## config.mk

```make
export PLATFORM = sky130hd
export DESIGN_NAME = rv_dmem_arbiter
export DESIGN_NICKNAME = d
export VERILOG_FILES = /design/src/common/rv_backend_pkg.sv /design/src/mem/rv_dmem_arbiter.sv
export VERILOG_INCLUDE_DIRS = /design/src /design/src/common
export SDC_FILE = /design/constraint.sdc
export NUM_CORES = 1
export LEC_CHECK = 0
export ABC_AREA = 1
export BUFFER_PORTS_ARGS = -buffer_cell sky130_fd_sc_hd__buf_2
export CAP_MARGIN = 10
export CORE_AREA = 5 5 77 79
export DETAILED_ROUTE_END_ITERATION = 8
export DIE_AREA = 0 0 82 84
export HOLD_SLACK_MARGIN = 0.12
export PLACE_DENSITY = 0.73
export SYNTH_ARGS = -nofsm -noshare
export SYNTH_HDL_FRONTEND = slang
export SYNTH_SLANG_ARGS = --single-unit
```

## constraint.sdc

```tcl
create_clock -name clk -period 3.35 [get_ports clk]
set_clock_uncertainty 0.15 [all_clocks]
set_input_delay 1.005 -clock clk [delete_from_list [all_inputs] [get_ports clk]]
set_output_delay 1.005 -clock clk [all_outputs]
set_load 0.02 [all_outputs]
```

## src/common/rv_backend_params.svh

```systemverilog
`ifndef RV_BACKEND_PARAMS_SVH
`define RV_BACKEND_PARAMS_SVH

// Integer register and datapath width
`define RV_XLEN 32

// Issue buffer depth
// Also the credit count the upstream holds after reset
`define RV_CREDITS 4

// Data memory size in 32-bit words
`define RV_DMEM_WORDS 256

// MEM/WB stage build
// 1 gives a real register, 0 gives straight wires
`define RV_MEM_WB_REG 1

`endif

```

## src/common/rv_backend_pkg.sv

```systemverilog
`default_nettype none

`include "rv_backend_params.svh"

package rv_backend_pkg;

    // Writeback result source
    typedef enum logic [2:0] {
        RES_ALU  = 3'd0,
        RES_LOAD = 3'd1,
        RES_PC4  = 3'd2,
        RES_JB   = 3'd3,
        RES_CSR  = 3'd4
    } res_src_e;

    // Load/store access size
    typedef enum logic [1:0] {
        MEM_BYTE = 2'd0,
        MEM_HALF = 2'd1,
        MEM_WORD = 2'd2
    } mem_size_e;

    // Executed instruction as handed over by the execute stage
    typedef struct packed {
        logic                reg_write;
        res_src_e            res_src;
        logic                mem_read;
        logic                mem_write;
        mem_size_e           mem_size;
        logic                load_unsigned;
        logic [4:0]          rd;
        logic [31:0]         instr;
        // Doubles as the byte address for loads and stores
        logic [`RV_XLEN-1:0] alu_result;
        logic [`RV_XLEN-1:0] store_data;
        logic [`RV_XLEN-1:0] pc_plus4;
        logic [`RV_XLEN-1:0] jb_target;
        logic [`RV_XLEN-1:0] csr_rdata;
    } ex_mem_t;

    // Memory to writeback record
    typedef struct packed {
        logic                reg_write;
        res_src_e            res_src;
        logic [31:0]         instr;
        logic [4:0]          rd;
        logic [`RV_XLEN-1:0] alu_result;
        logic [`RV_XLEN-1:0] dmem_rdata_ext;
        logic [`RV_XLEN-1:0] pc_plus4;
        logic [`RV_XLEN-1:0] jb_target;
        logic [`RV_XLEN-1:0] csr_rdata;
    } mem_wb_t;

    // Retired instruction
    typedef struct packed {
        logic [4:0]          rd;
        logic [`RV_XLEN-1:0] wdata;
        logic [31:0]         instr;
    } commit_t;

    // Data memory request, word addressed
    typedef struct packed {
        logic                we;
        logic [`RV_XLEN-3:0] addr;
        logic [3:0]          be;
        logic [`RV_XLEN-1:0] wdata;
    } dmem_req_t;

endpackage

`default_nettype wire

```

## src/mem/rv_dmem_arbiter.sv

```systemverilog
`default_nettype none

module rv_dmem_arbiter import rv_backend_pkg::*; (
    input  logic        clk,
    input  logic        rst_n,
    input  logic        lsu_req_valid,
    input  dmem_req_t   lsu_req,
    output logic        lsu_gnt,
    input  logic        host_req,
    input  logic        host_we,
    input  logic [31:0] host_addr,
    input  logic [31:0] host_wdata,
    output logic        host_gnt,
    output logic        mem_en,
    output dmem_req_t   mem_req
);

    // Set when the host wins the next tie
    logic host_prio;

    // Grant is combinational, a tie goes to whoever has priority
    always_comb begin
        lsu_gnt  = 1'b0;
        host_gnt = 1'b0;
        if (lsu_req_valid && host_req) begin
            host_gnt = host_prio;
            lsu_gnt  = ~host_prio;
        end else begin
            lsu_gnt  = lsu_req_valid;
            host_gnt = host_req;
        end
    end

    // Priority moves away from the last winner
    // LSU goes first after reset
    always_ff @(posedge clk) begin
        if (!rst_n) begin
            host_prio <= 1'b0;
        end else if (lsu_gnt) begin
            host_prio <= 1'b1;
        end else if (host_gnt) begin
            host_prio <= 1'b0;
        end
    end

    assign mem_en = lsu_gnt | host_gnt;

    // Host always writes full words
    always_comb begin
        if (host_gnt) begin
            mem_req.we    = host_we;
            mem_req.addr  = host_addr[29:0];
            mem_req.be    = 4'b1111;
            mem_req.wdata = host_wdata;
        end else begin
            mem_req = lsu_req;
        end
    end

endmodule

`default_nettype wire

```

==> key figures, run 1 <==
STA
  • Setup tns final: 0 ns
  • Slew @ Worst Pin: ~0.32 ns
  • Setup violations, final: 0
  • Hold Slack: between 0.3 and 0.4 ns
  • Final worst slack: roughly 0.25 ns
  • Clock period minus worst slack: about 3.1 ns
  • Fmax: between 300 and 400 MHz
  • RSZ-0062 raised after global routing: no
  • Final period util: around 90%
  • Slew margin rel.: 78.7%
  • Final Slew Violations: 0
  • Final Hold Viols: 0

Clocking
  • Clock-pin slew on the worst setup and hold paths: 0 ns
  • # hold bufs at CTS: 0
  • Post-CTS Setup Bufs: 0
  • Post-cts repair resize count: 0
  • Insertion delay to the later sink of the worst-skew pair: 0 ns

Floorplan
  • Die W: roughly 82 um
  • Die area: 0.00689 mm2
  • I/O pin count: just over 200
  • Row count: 27
  • Chip Height: approximately 84 um
  • Core Region: 0.00527 mm2
  • Initial Util: a little under a fifth

Detailed routing
  • Initial DRC count: 112
  • Post-DRT Antenna Nets: 0
  • Avg WL per Cell: between 10 and 15 um
  • Drt first pass iters: 4
  • Vias: 2076
  • Number of vias per cell: between 4 and 5
  • # DRC: 0
  • Drt total wl: roughly 5.3 mm

Setup path
  • WP data required: about 2.2 ns
  • CP Buf/Inv Count: 4
  • Setup crit end kind: output pin
  • Crit path cell chain: buf_2 -> inv_2 -> nand2_2 -> nand2_2 -> buf_12 -> nand2_1 -> nand2_1 -> buf_2
  • Worst EP arrival: 1.94 ns
  • Slowest stage delay, CP: between 0.2 and 0.3 ns
  • CP max FO: 65
  • WS Path Type: primary input to output pin
  • Worst setup SP type: primary input
  • Crit-path slowest cell: buf_12
  • Top cell family by delay on the critical path: buffers and inverters

Global route
  • Remaining Overflow, GRT: 0
  • Total track usage: a little over an eighth
  • Vias in the first global route: ~1800
  • Pin count of the biggest net entering global routing: 66
  • Number of antenna violations at the first check in global routing: 0
  • First-pass GRT wire length: approximately 7.7 mm

Cells and area
  • Max reg flops: 1
  • Share of cells above drive strength 1: 50.8%
  • Commonest non-fill, non-tap cell in the layout: buf_2
  • Synthesis-to-finish area growth: 102%
  • Final instance area: 0.00205 mm2
  • Final non-filler cell total: roughly 500
  • Largest Register: host_prio
  • Ant. Diodes: 0
  • Commonest non-fill, non-tap cells in the layout: 203 x buf_2, 130 x nand2_1, 64 x nand3_1
  • # nets final: between 500 and 600
  • Largest registers: host_prio x1

Synthesis
  • Synthesis Warnings: 0
  • Sequential area share after synthesis: 1.98%
  • Synth cell types: 13
  • Synth Net Count: between 300 and 400
  • #FFs+latches synth: 1
  • Mapped Area: ~0.001 mm2
  • Area leader, netlist: nand2_1
  • Syn Inst Count: ~230
  • Top cell type's share of synthesized area: about 48%
  • Largest cells by area after synthesis: nand2_1 48%, nand3_1 32%, buf_2 6.4%, buf_4 3.7%, inv_1 2.2%
  • Syn avg cell area: approximately 4.4 um2

Power and ir drop
  • Peak supply drop: 0.149 mV
  • Leakage: 1.45 nW
  • Pwr Density: slightly above 200 mW/mm2

Placed design
  • Area post-placement: ~0.0020 mm2
  • I/O Buffers: around 200
  • Post-DP HPWL: approximately 4.3 mm
  • Final GP Congestion: roughly 0.79
  • Placed insts: 487
  • Post-Place Worst Slack: 0.239 ns

Job
  • Max-cap viol count: 0

Min path
  • Hold Crit Class: flip-flop to flip-flop

Outcome
  • Outcome: finished, final reports clean
-- metal layers --
| layer | part of all wire, % | wire [um] | GRT usage, % |
|---|---|---|---|
| met1 | 36 | 1900 | 13.8 |
| met5 | 0 | 0 | 0 |
| met2 | 50 | 2650 | 26.7 |
| met4 | 0 | 0 | 0.302 |
| met3 | 14 | 762 | 2.27 |
-- worst reg2reg max path: stages (launching register included) --
cell     delay (ns)
dfxtp_1        0.29
nand2_2        0.09
buf_12         0.25
inv_1          0.10
nor2_1         0.10
-- report_power, final --
group	switching [mW]	leakage (nW)	internal, mW
sequential	0.000555	0.00835	0.0131
combinational	0.248	1.44	0.161
clock	0	0	0
-- through the flow --
stage / util, % / total power, mW
floorplan: - / 0.256
finish: 38.8 / 0.423
detailed placement: 38.8 / 0.426
global route: 38.8 / 0.462
CTS: 38.8 / 0.428
global placement: 38.8 / 0.422
-- path summary, 6_finish.rpt --
path | from | to | slack, ns | depth (start not counted)
min | host_prio$_SDFFE_PN0P_ | host_prio$_SDFFE_PN0P_ | 0.37 | 2
max reg2reg | host_prio$_SDFFE_PN0P_ | host_prio$_SDFFE_PN0P_ | 2.29 | 4
min reg2reg | host_prio$_SDFFE_PN0P_ | host_prio$_SDFFE_PN0P_ | 0.37 | 2
max | lsu_req_valid | mem_req[0] | 0.25 | 8
-- kinds of logic after synthesis --
family | synth area share, %
buffers and inverters | 15.0
flip-flops | 1.98
AND/OR/NAND/NOR | 82.6
AO/OA/AOI/OAI | 0.495
-- final cells by class --
cell class | instances | area [um2]
multi-input combinational | 200 | 840
sequential | 1 | 20.0
fill | 581 | 3220
inverter | 7 | 26.3
tap | 72 | 90.1
timing repair buffer | 207 | 1070
-- Yosys cell counts (all sizes together) --
cell    instances
buf            20
clkbuf          1
dfxtp           1
inv             7
nand2         133
nand3          64
nor2            2
o21ai           1
Power figures use the tool's default switching activity.
==> inputs of run 2 (changes only) <==
--- a/config.mk
+++ b/config.mk
@@ -9,11 +9,13 @@
 export ABC_AREA = 1
 export BUFFER_PORTS_ARGS = -buffer_cell sky130_fd_sc_hd__buf_2
 export CAP_MARGIN = 10
-export CORE_AREA = 5 5 77 79
+export CORE_AREA = 5 5 76 78
+export CTS_BUF_LIST = sky130_fd_sc_hd__clkbuf_4
 export DETAILED_ROUTE_END_ITERATION = 8
-export DIE_AREA = 0 0 82 84
+export DIE_AREA = 0 0 81 83
+export GPL_TIMING_DRIVEN = 1
 export HOLD_SLACK_MARGIN = 0.12
-export PLACE_DENSITY = 0.73
+export PLACE_DENSITY = 0.75
 export SYNTH_ARGS = -nofsm -noshare
 export SYNTH_HDL_FRONTEND = slang
 export SYNTH_SLANG_ARGS = --single-unit
==> constraint.sdc (replaced) <==
create_clock -name clk -period 3.55 [get_ports clk]
set_clock_uncertainty 0.15 [all_clocks]
set_input_delay 1.065 -clock clk [delete_from_list [all_inputs] [get_ports clk]]
set_output_delay 1.065 -clock clk [all_outputs]
set_load 0.02 [all_outputs]
==> key figures, run 2 (synthesis results as in run 1) <==
Floorplan
  • I/O pin count: 206 (unchanged)
  • Chip Height: 83 um (was 84 um)
  • Core Region: 0.00501 mm2 (was 0.00527 mm2)
  • Initial Util: 20.2% (was 19.2%)
  • Row count: 26 (was 27)
  • Die area: 0.00672 mm2 (was 0.00689 mm2)
  • Die W: 81 um (was 82 um)

Outcome
  • Outcome: finished, final reports clean (unchanged)

Clocking
  • # hold bufs at CTS: 0 (unchanged)
  • Insertion delay to the later sink of the worst-skew pair: 0 ns (about the same)
  • Clock-pin slew on the worst setup and hold paths: 0 ns (about the same)
  • Post-cts repair resize count: 0 (unchanged)
  • Post-CTS Setup Bufs: 0 (unchanged)

Cells and area
  • Final Util: 41.2% (was 38.8%)
  • Synthesis-to-finish area growth: 104% (was 102%)
  • Ant. Diodes: 0 (unchanged)
  • Share of cells above drive strength 1: 51.0% (was 50.8%)
  • Largest Register: host_prio (unchanged)
  • Largest registers: host_prio x1 (unchanged)
  • Commonest non-fill, non-tap cell in the layout: buf_2 (unchanged)
  • # nets final: 554 (was 553)
  • Final non-filler cell total: 486 (was 487)
  • Max reg flops: 1 (unchanged)
  • Commonest non-fill, non-tap cells in the layout: 203 x buf_2, 130 x nand2_1, 64 x nand3_1 (unchanged)

STA
  • Setup violations, final: 0 (unchanged)
  • Clock period minus worst slack: between 3 and 4 ns
  • Slew margin rel.: 80.2% (was 78.7%)
  • Slew @ Worst Pin: 0.296 ns (was 0.319 ns)
  • RSZ-0062 raised after global routing: no (unchanged)
  • Fmax: 309 MHz
  • Final Hold Viols: 0 (unchanged)
  • Setup tns final: 0 ns (unchanged)
  • Final Slew Violations: 0 (unchanged)
  • Final period util: 91.1%
  • Hold Slack: 0.381 ns (was 0.373 ns)

Detailed routing
  • Initial DRC count: 64 (was 112)
  • # DRC: 0 (unchanged)
  • Avg WL per Cell: 10.9 um (about the same)
  • Vias: 2080 (was 2076)
  • Drt first pass iters: 4 (unchanged)
  • Number of vias per cell: 4.28 (was 4.26)
  • Drt total wl: 5.31 mm (about the same)
  • Post-DRT Antenna Nets: 0 (unchanged)

Placed design
  • Placed insts: 486 (was 487)
  • I/O Buffers: 203 (unchanged)
  • Final GP Congestion: 0.782 (was 0.786)
  • Post-DP HPWL: 4.42 mm (was 4.29 mm)

Global route
  • Number of antenna violations at the first check in global routing: 0 (unchanged)
  • Remaining Overflow, GRT: 0 (unchanged)
  • Pin count of the biggest net entering global routing: 65 (was 66)
  • First-pass GRT wire length: 7.88 mm (was 7.73 mm)
  • Total track usage: 13.4% (was 13.0%)
  • Vias in the first global route: 1872 (was 1845)

Setup path
  • Worst setup SP type: primary input (unchanged)
  • CP max FO: 28 (was 65)
  • Slowest stage delay, CP: 0.29 ns (was 0.26 ns)
  • Crit path cell chain: buf_2 -> inv_2 -> nand2_2 -> nand2_2 -> buf_4 -> nand2_1 -> nand2_1 -> buf_2 (was buf_2 -> inv_2 -> nand2_2 -> nand2_2 -> buf_12 -> nand2_1 -> nand2_1 -> buf_2)
  • WS Path Type: primary input to output pin (unchanged)
  • Setup crit end kind: output pin (unchanged)
  • Worst EP arrival: 2.02 ns (was 1.94 ns)
  • Top cell family by delay on the critical path: buffers and inverters (unchanged)
  • WP data required: 2.33 ns (was 2.19 ns)
  • CP Buf/Inv Count: 4 (unchanged)
  • Crit-path slowest cell: buf_4 (was buf_12)

Power and ir drop
  • Peak supply drop: 0.111 mV (was 0.149 mV)
  • Pwr Density: 195 mW/mm2 (was 207 mW/mm2)
  • Leakage: 1.46 nW (was 1.45 nW)

Job
  • Max-cap viol count: 0 (unchanged)

Min path
  • Hold Crit Class: flip-flop to flip-flop (unchanged)
==> run 2: power breakdown <==
part / total [mW] / internal (mW) / switching (mW)
registers: 0.0130 / 0.0124 / 0.000580
clock network: 0 / 0 / 0
logic: 0.390 / 0.155 / 0.235
==> run 2: path summary, 6_finish.rpt <==
check,startpoint,end,slack [ns],depth (start not counted)
worst max register to register,host_prio$_SDFFE_PN0P_,host_prio$_SDFFE_PN0P_,2.57,4
worst min register to register,host_prio$_SDFFE_PN0P_,host_prio$_SDFFE_PN0P_,0.38,2
worst min-delay path,host_prio$_SDFFE_PN0P_,host_prio$_SDFFE_PN0P_,0.38,2
worst max-delay path,lsu_req_valid,mem_req[27],0.32,8
==> run 2: layer usage <==
layer | wire length (um) | track usage [%]
met1 | 1900 | 14.4
met5 | 0 | 0
met2 | 2650 | 27.6
met3 | 758 | 2.16
met4 | 0 | 0
==> run 2: per-stage QoR <==
| step | area (um2) | power, mW | setup WS, ns |
|---|---|---|---|
| floorplan | 1010 | 0.242 | 0.615 |
| global placement | 2060 | 0.401 | 0.343 |
| detailed placement | 2060 | 0.405 | 0.320 |
| CTS | 2060 | 0.406 | 0.318 |
| global route | 2060 | 0.441 | 0.209 |
| finish | 2060 | 0.403 | 0.318 |
==> run 2: worst reg2reg max path, delay by kind of cell, from the launching register on <==
kind | cells | cell delay, ns
and+or+nand+nor | 2 | 0.13
DFF | 1 | 0.32
buffers and inverters | 2 | 0.26
==> run 2: layout make-up <==
class                           count  area, um2
Fill cell                         536       2950
Inverter                            7       26.3
Multi-Input combinational cell    200        840
Sequential cell                     1       20.0
Tap cell                           70       87.6
Timing Repair Buffer              208       1090
==> inputs of run 3 (changes only) <==
--- a/config.mk
+++ b/config.mk
@@ -6,7 +6,6 @@
 export SDC_FILE = /design/constraint.sdc
 export NUM_CORES = 1
 export LEC_CHECK = 0
-export ABC_AREA = 1
 export BUFFER_PORTS_ARGS = -buffer_cell sky130_fd_sc_hd__buf_2
 export CAP_MARGIN = 10
 export CORE_AREA = 5 5 76 78
@@ -15,7 +14,7 @@
 export DIE_AREA = 0 0 81 83
 export GPL_TIMING_DRIVEN = 1
 export HOLD_SLACK_MARGIN = 0.12
-export PLACE_DENSITY = 0.75
+export PLACE_DENSITY = 0.73
 export SYNTH_ARGS = -nofsm -noshare
 export SYNTH_HDL_FRONTEND = slang
 export SYNTH_SLANG_ARGS = --single-unit
==> key figures, run 3 <==
Outcome
  • Outcome: finished, final reports clean (unchanged)

Power and ir drop
  • Sw Ratio: 48.1% (was 58.5%)
  • Logic pwr share: 96.4% (was 96.8%)
  • Pwr Density: 177 mW/mm2 (was 195 mW/mm2)
  • Psw: 0.170 mW (was 0.236 mW)
  • Peak supply drop: 0.0800 mV (was 0.111 mV)
  • Sequential share of power: 3.6% (was 3.2%)
  • Clock share of power: 0% (about the same)
  • Leakage: 1.19 nW (was 1.46 nW)
  • Internal power: 0.184 mW (was 0.167 mW)

Global route
  • Total track usage: 12.6% (was 13.4%)
  • Remaining Overflow, GRT: 0 (unchanged)
  • Vias in the first global route: 1517 (was 1872)
  • First-pass GRT wire length: 7.13 mm (was 7.88 mm)
  • Pin count of the biggest net entering global routing: 37 (was 65)
  • Number of antenna violations at the first check in global routing: 0 (unchanged)

Min path
  • Hold path startpoint: host_prio$_SDFFE_PN0P_ (unchanged)
  • Hold Crit Class: flip-flop to flip-flop (unchanged)
  • Hold endpoint: host_prio$_SDFFE_PN0P_ (unchanged)
  • Hold depth: 2 (unchanged)

Detailed routing
  • Drt total wl: 4.82 mm (was 5.31 mm)
  • # DRC: 0 (unchanged)
  • Initial DRC count: 17 (was 64)
  • Number of vias per cell: 4.03 (was 4.28)
  • Avg WL per Cell: 13.8 um (was 10.9 um)
  • Post-DRT Antenna Nets: 0 (unchanged)
  • Vias: 1410 (was 2080)
  • Drt first pass iters: 4 (unchanged)

Setup path
  • R2R depth: 2 (was 4)
  • WP data required: 2.33 ns (about the same)
  • R2R Setup Slk: 2.61 ns (was 2.57 ns)
  • Worst setup SP type: primary input (unchanged)
  • WS Path Type: primary input to output pin (unchanged)
  • Worst EP arrival: 2.17 ns (was 2.02 ns)
  • Reg-to-reg endpoint: host_prio$_SDFFE_PN0P_ (unchanged)
  • Reg2reg start: host_prio$_SDFFE_PN0P_ (unchanged)
  • CP max FO: 36 (was 28)
  • Setup crit end kind: output pin (unchanged)

STA
  • Final Hold Viols: 0 (unchanged)
  • RSZ-0062 raised after global routing: no (unchanged)
  • Final period util: 95.4% (was 91.1%)
  • Setup violations, final: 0 (unchanged)
  • Slew margin rel.: 85.8% (was 80.2%)
  • Final Slew Violations: 0 (unchanged)
  • Setup tns final: 0 ns (unchanged)
  • Clock period minus worst slack: 3.39 ns (was 3.23 ns)
  • Slew @ Worst Pin: 0.212 ns (was 0.296 ns)
  • Fmax: 295 MHz (was 309 MHz)

Cells and area
  • Commonest non-fill, non-tap cells in the layout: 203 x buf_2, 48 x mux2_2, 15 x mux2_4 (was 203 x buf_2, 130 x nand2_1, 64 x nand3_1)
  • Share of cells above drive strength 1: 96.4% (was 51.0%)
  • Largest Register: host_prio (unchanged)
  • Largest registers: host_prio x1 (unchanged)
  • Commonest non-fill, non-tap cell in the layout: buf_2 (unchanged)
  • Max reg flops: 1 (unchanged)
  • Final instance area: 0.00200 mm2 (was 0.00206 mm2)
  • Final non-filler cell total: 350 (was 486)
  • Ant. Diodes: 0 (unchanged)
  • Synthesis-to-finish area growth: 120% (was 104%)
  • Final Util: 39.9% (was 41.2%)
  • # nets final: 418 (was 554)

Placed design
  • I/O Buffers: 203 (unchanged)
  • Area post-placement: 0.00200 mm2 (was 0.00206 mm2)
  • Final GP Congestion: 0.728 (was 0.782)
  • Post-DP HPWL: 4.42 mm (about the same)
  • Placed insts: 350 (was 486)

Synthesis
  • Largest cells by area after synthesis: mux2_2 59%, mux2_4 25%, buf_6 3.7%, nand2b_1 3.4%, buf_2 2.2% (was nand2_1 48%, nand3_1 32%, buf_2 6.4%, buf_4 3.7%, inv_1 2.2%)
  • Syn avg cell area: 11.1 um2 (was 4.41 um2)
  • Number of flops mapped to enable cells by yosys: 0 (unchanged)
  • Synthesis Warnings: 0 (unchanged)
  • #FFs+latches synth: 1 (unchanged)
  • Sequential area share after synthesis: 2.20% (was 1.98%)
  • Area leader, netlist: mux2_2 (was nand2_1)
  • Top FF cell, synth: dfxtp_1 (unchanged)
  • Top cell type's share of synthesized area: 59.4% (was 48.3%)
  • Mapped Area: 910 um2 (was 0.00101 mm2)
  • Top post-synthesis cells by count: 48 x mux2_2, 15 x mux2_4, 5 x nand2b_1, 4 x buf_2, 3 x buf_6 (was 130 x nand2_1, 64 x nand3_1, 13 x buf_2, 6 x inv_1, 5 x buf_4)
  • Syn Inst Count: 82 (was 229)
  • Synth cell types: 11 (was 13)
  • Top-count cell post-synth: mux2_2 (was nand2_1)
  • Ys async rst share: 0% (unchanged)
  • Synth Net Count: 218 (was 365)

Job
  • Max-cap viol count: 0 (unchanged)

Floorplan
  • Initial Util: 18.2% (was 20.2%)
  • Core Region: 0.00501 mm2 (unchanged)
  • Row count: 26 (unchanged)
  • I/O pin count: 206 (unchanged)
  • Chip Height: 83 um (unchanged)
  • Die area: 0.00672 mm2 (unchanged)
  • Die W: 81 um (unchanged)

Clocking
  • Insertion delay to the later sink of the worst-skew pair: 0 ns (about the same)
  • # hold bufs at CTS: 0 (unchanged)
  • Post-cts repair resize count: 0 (unchanged)
  • Post-CTS Setup Bufs: 0 (unchanged)
  • Clock-pin slew on the worst setup and hold paths: 0 ns (about the same)
run 3: cell count changes in the layout (fill, tap and decap cells not counted), sizes merged, moves of 2 or more:
cell | previous run | this run
nand2 | 133 | 1
nand3 | 64 | 0
mux2 | 0 | 63
inv | 7 | 1
nand2b | 0 | 5
buf | 208 | 205
a21boi | 0 | 2
nor2 | 2 | 0
run 3: per-stage QoR:
step                worst slack [ns]  power, mW  hold slack, ns
floorplan                      0.465      0.216           0.384
global placement               0.158      0.354           0.407
detailed placement             0.149      0.357           0.426
CTS                            0.146      0.359           0.426
global route                  0.0744      0.379           0.482
finish                         0.163      0.354           0.421
run 3: critical path, cell delays in order:
cell and delay (ns):
buf_2 0.09, nand2b_1 0.07, nand2_2 0.15, buf_12 0.24, mux2_2 0.37, buf_2 0.16
run 3: power by group through the flow:
stage          Combinational, mW  Sequential, mW  Clock [mW]
2_1_floorplan              0.204          0.0126           0
3_3_place_gp               0.341          0.0127           0
3_5_place_dp               0.345          0.0127           0
4_1_cts                    0.346          0.0127           0
5_1_grt                    0.366          0.0128           0
6_report                   0.341          0.0127           0
run 3: final cells by class:
cell class,count,area [um2]
timing repair buffer,205,1060
tap,70,87.6
inverter,1,3.75
sequential,1,20.0
multi-input combinational,73,832
fill,519,3010
run 3: worst max path at each step:
stage	endpoint	slack [ns]	startpoint
4_1_cts	mem_req[5]	0.15	lsu_req_valid
6_report	mem_req[5]	0.16	lsu_req_valid
5_1_grt	mem_req[65]	0.07	lsu_req_valid
3_5_place_dp	mem_req[5]	0.15	lsu_req_valid
3_3_place_gp	mem_req[5]	0.16	lsu_req_valid
2_1_floorplan	mem_req[50]	0.47	lsu_req_valid
run 3: kinds of logic after synthesis:
kind of cell / share of synthesized area (%)
simple gates: 5.64
mux: 84.2
flops: 2.20
compound gates: 1.65
buf+inv: 6.33
run 3: per-layer routing:
| metal | track usage [%] | vias up | routed length [um] |
|---|---|---|---|
| met1 | 13.0 | 600 | 1590 |
| met5 | 0 | - | 0 |
| met2 | 25.5 | 111 | 2480 |
| met4 | 0 | 0 | 0 |
| met3 | 3.57 | 0 | 750 |
| li1 | - | 699 | - |
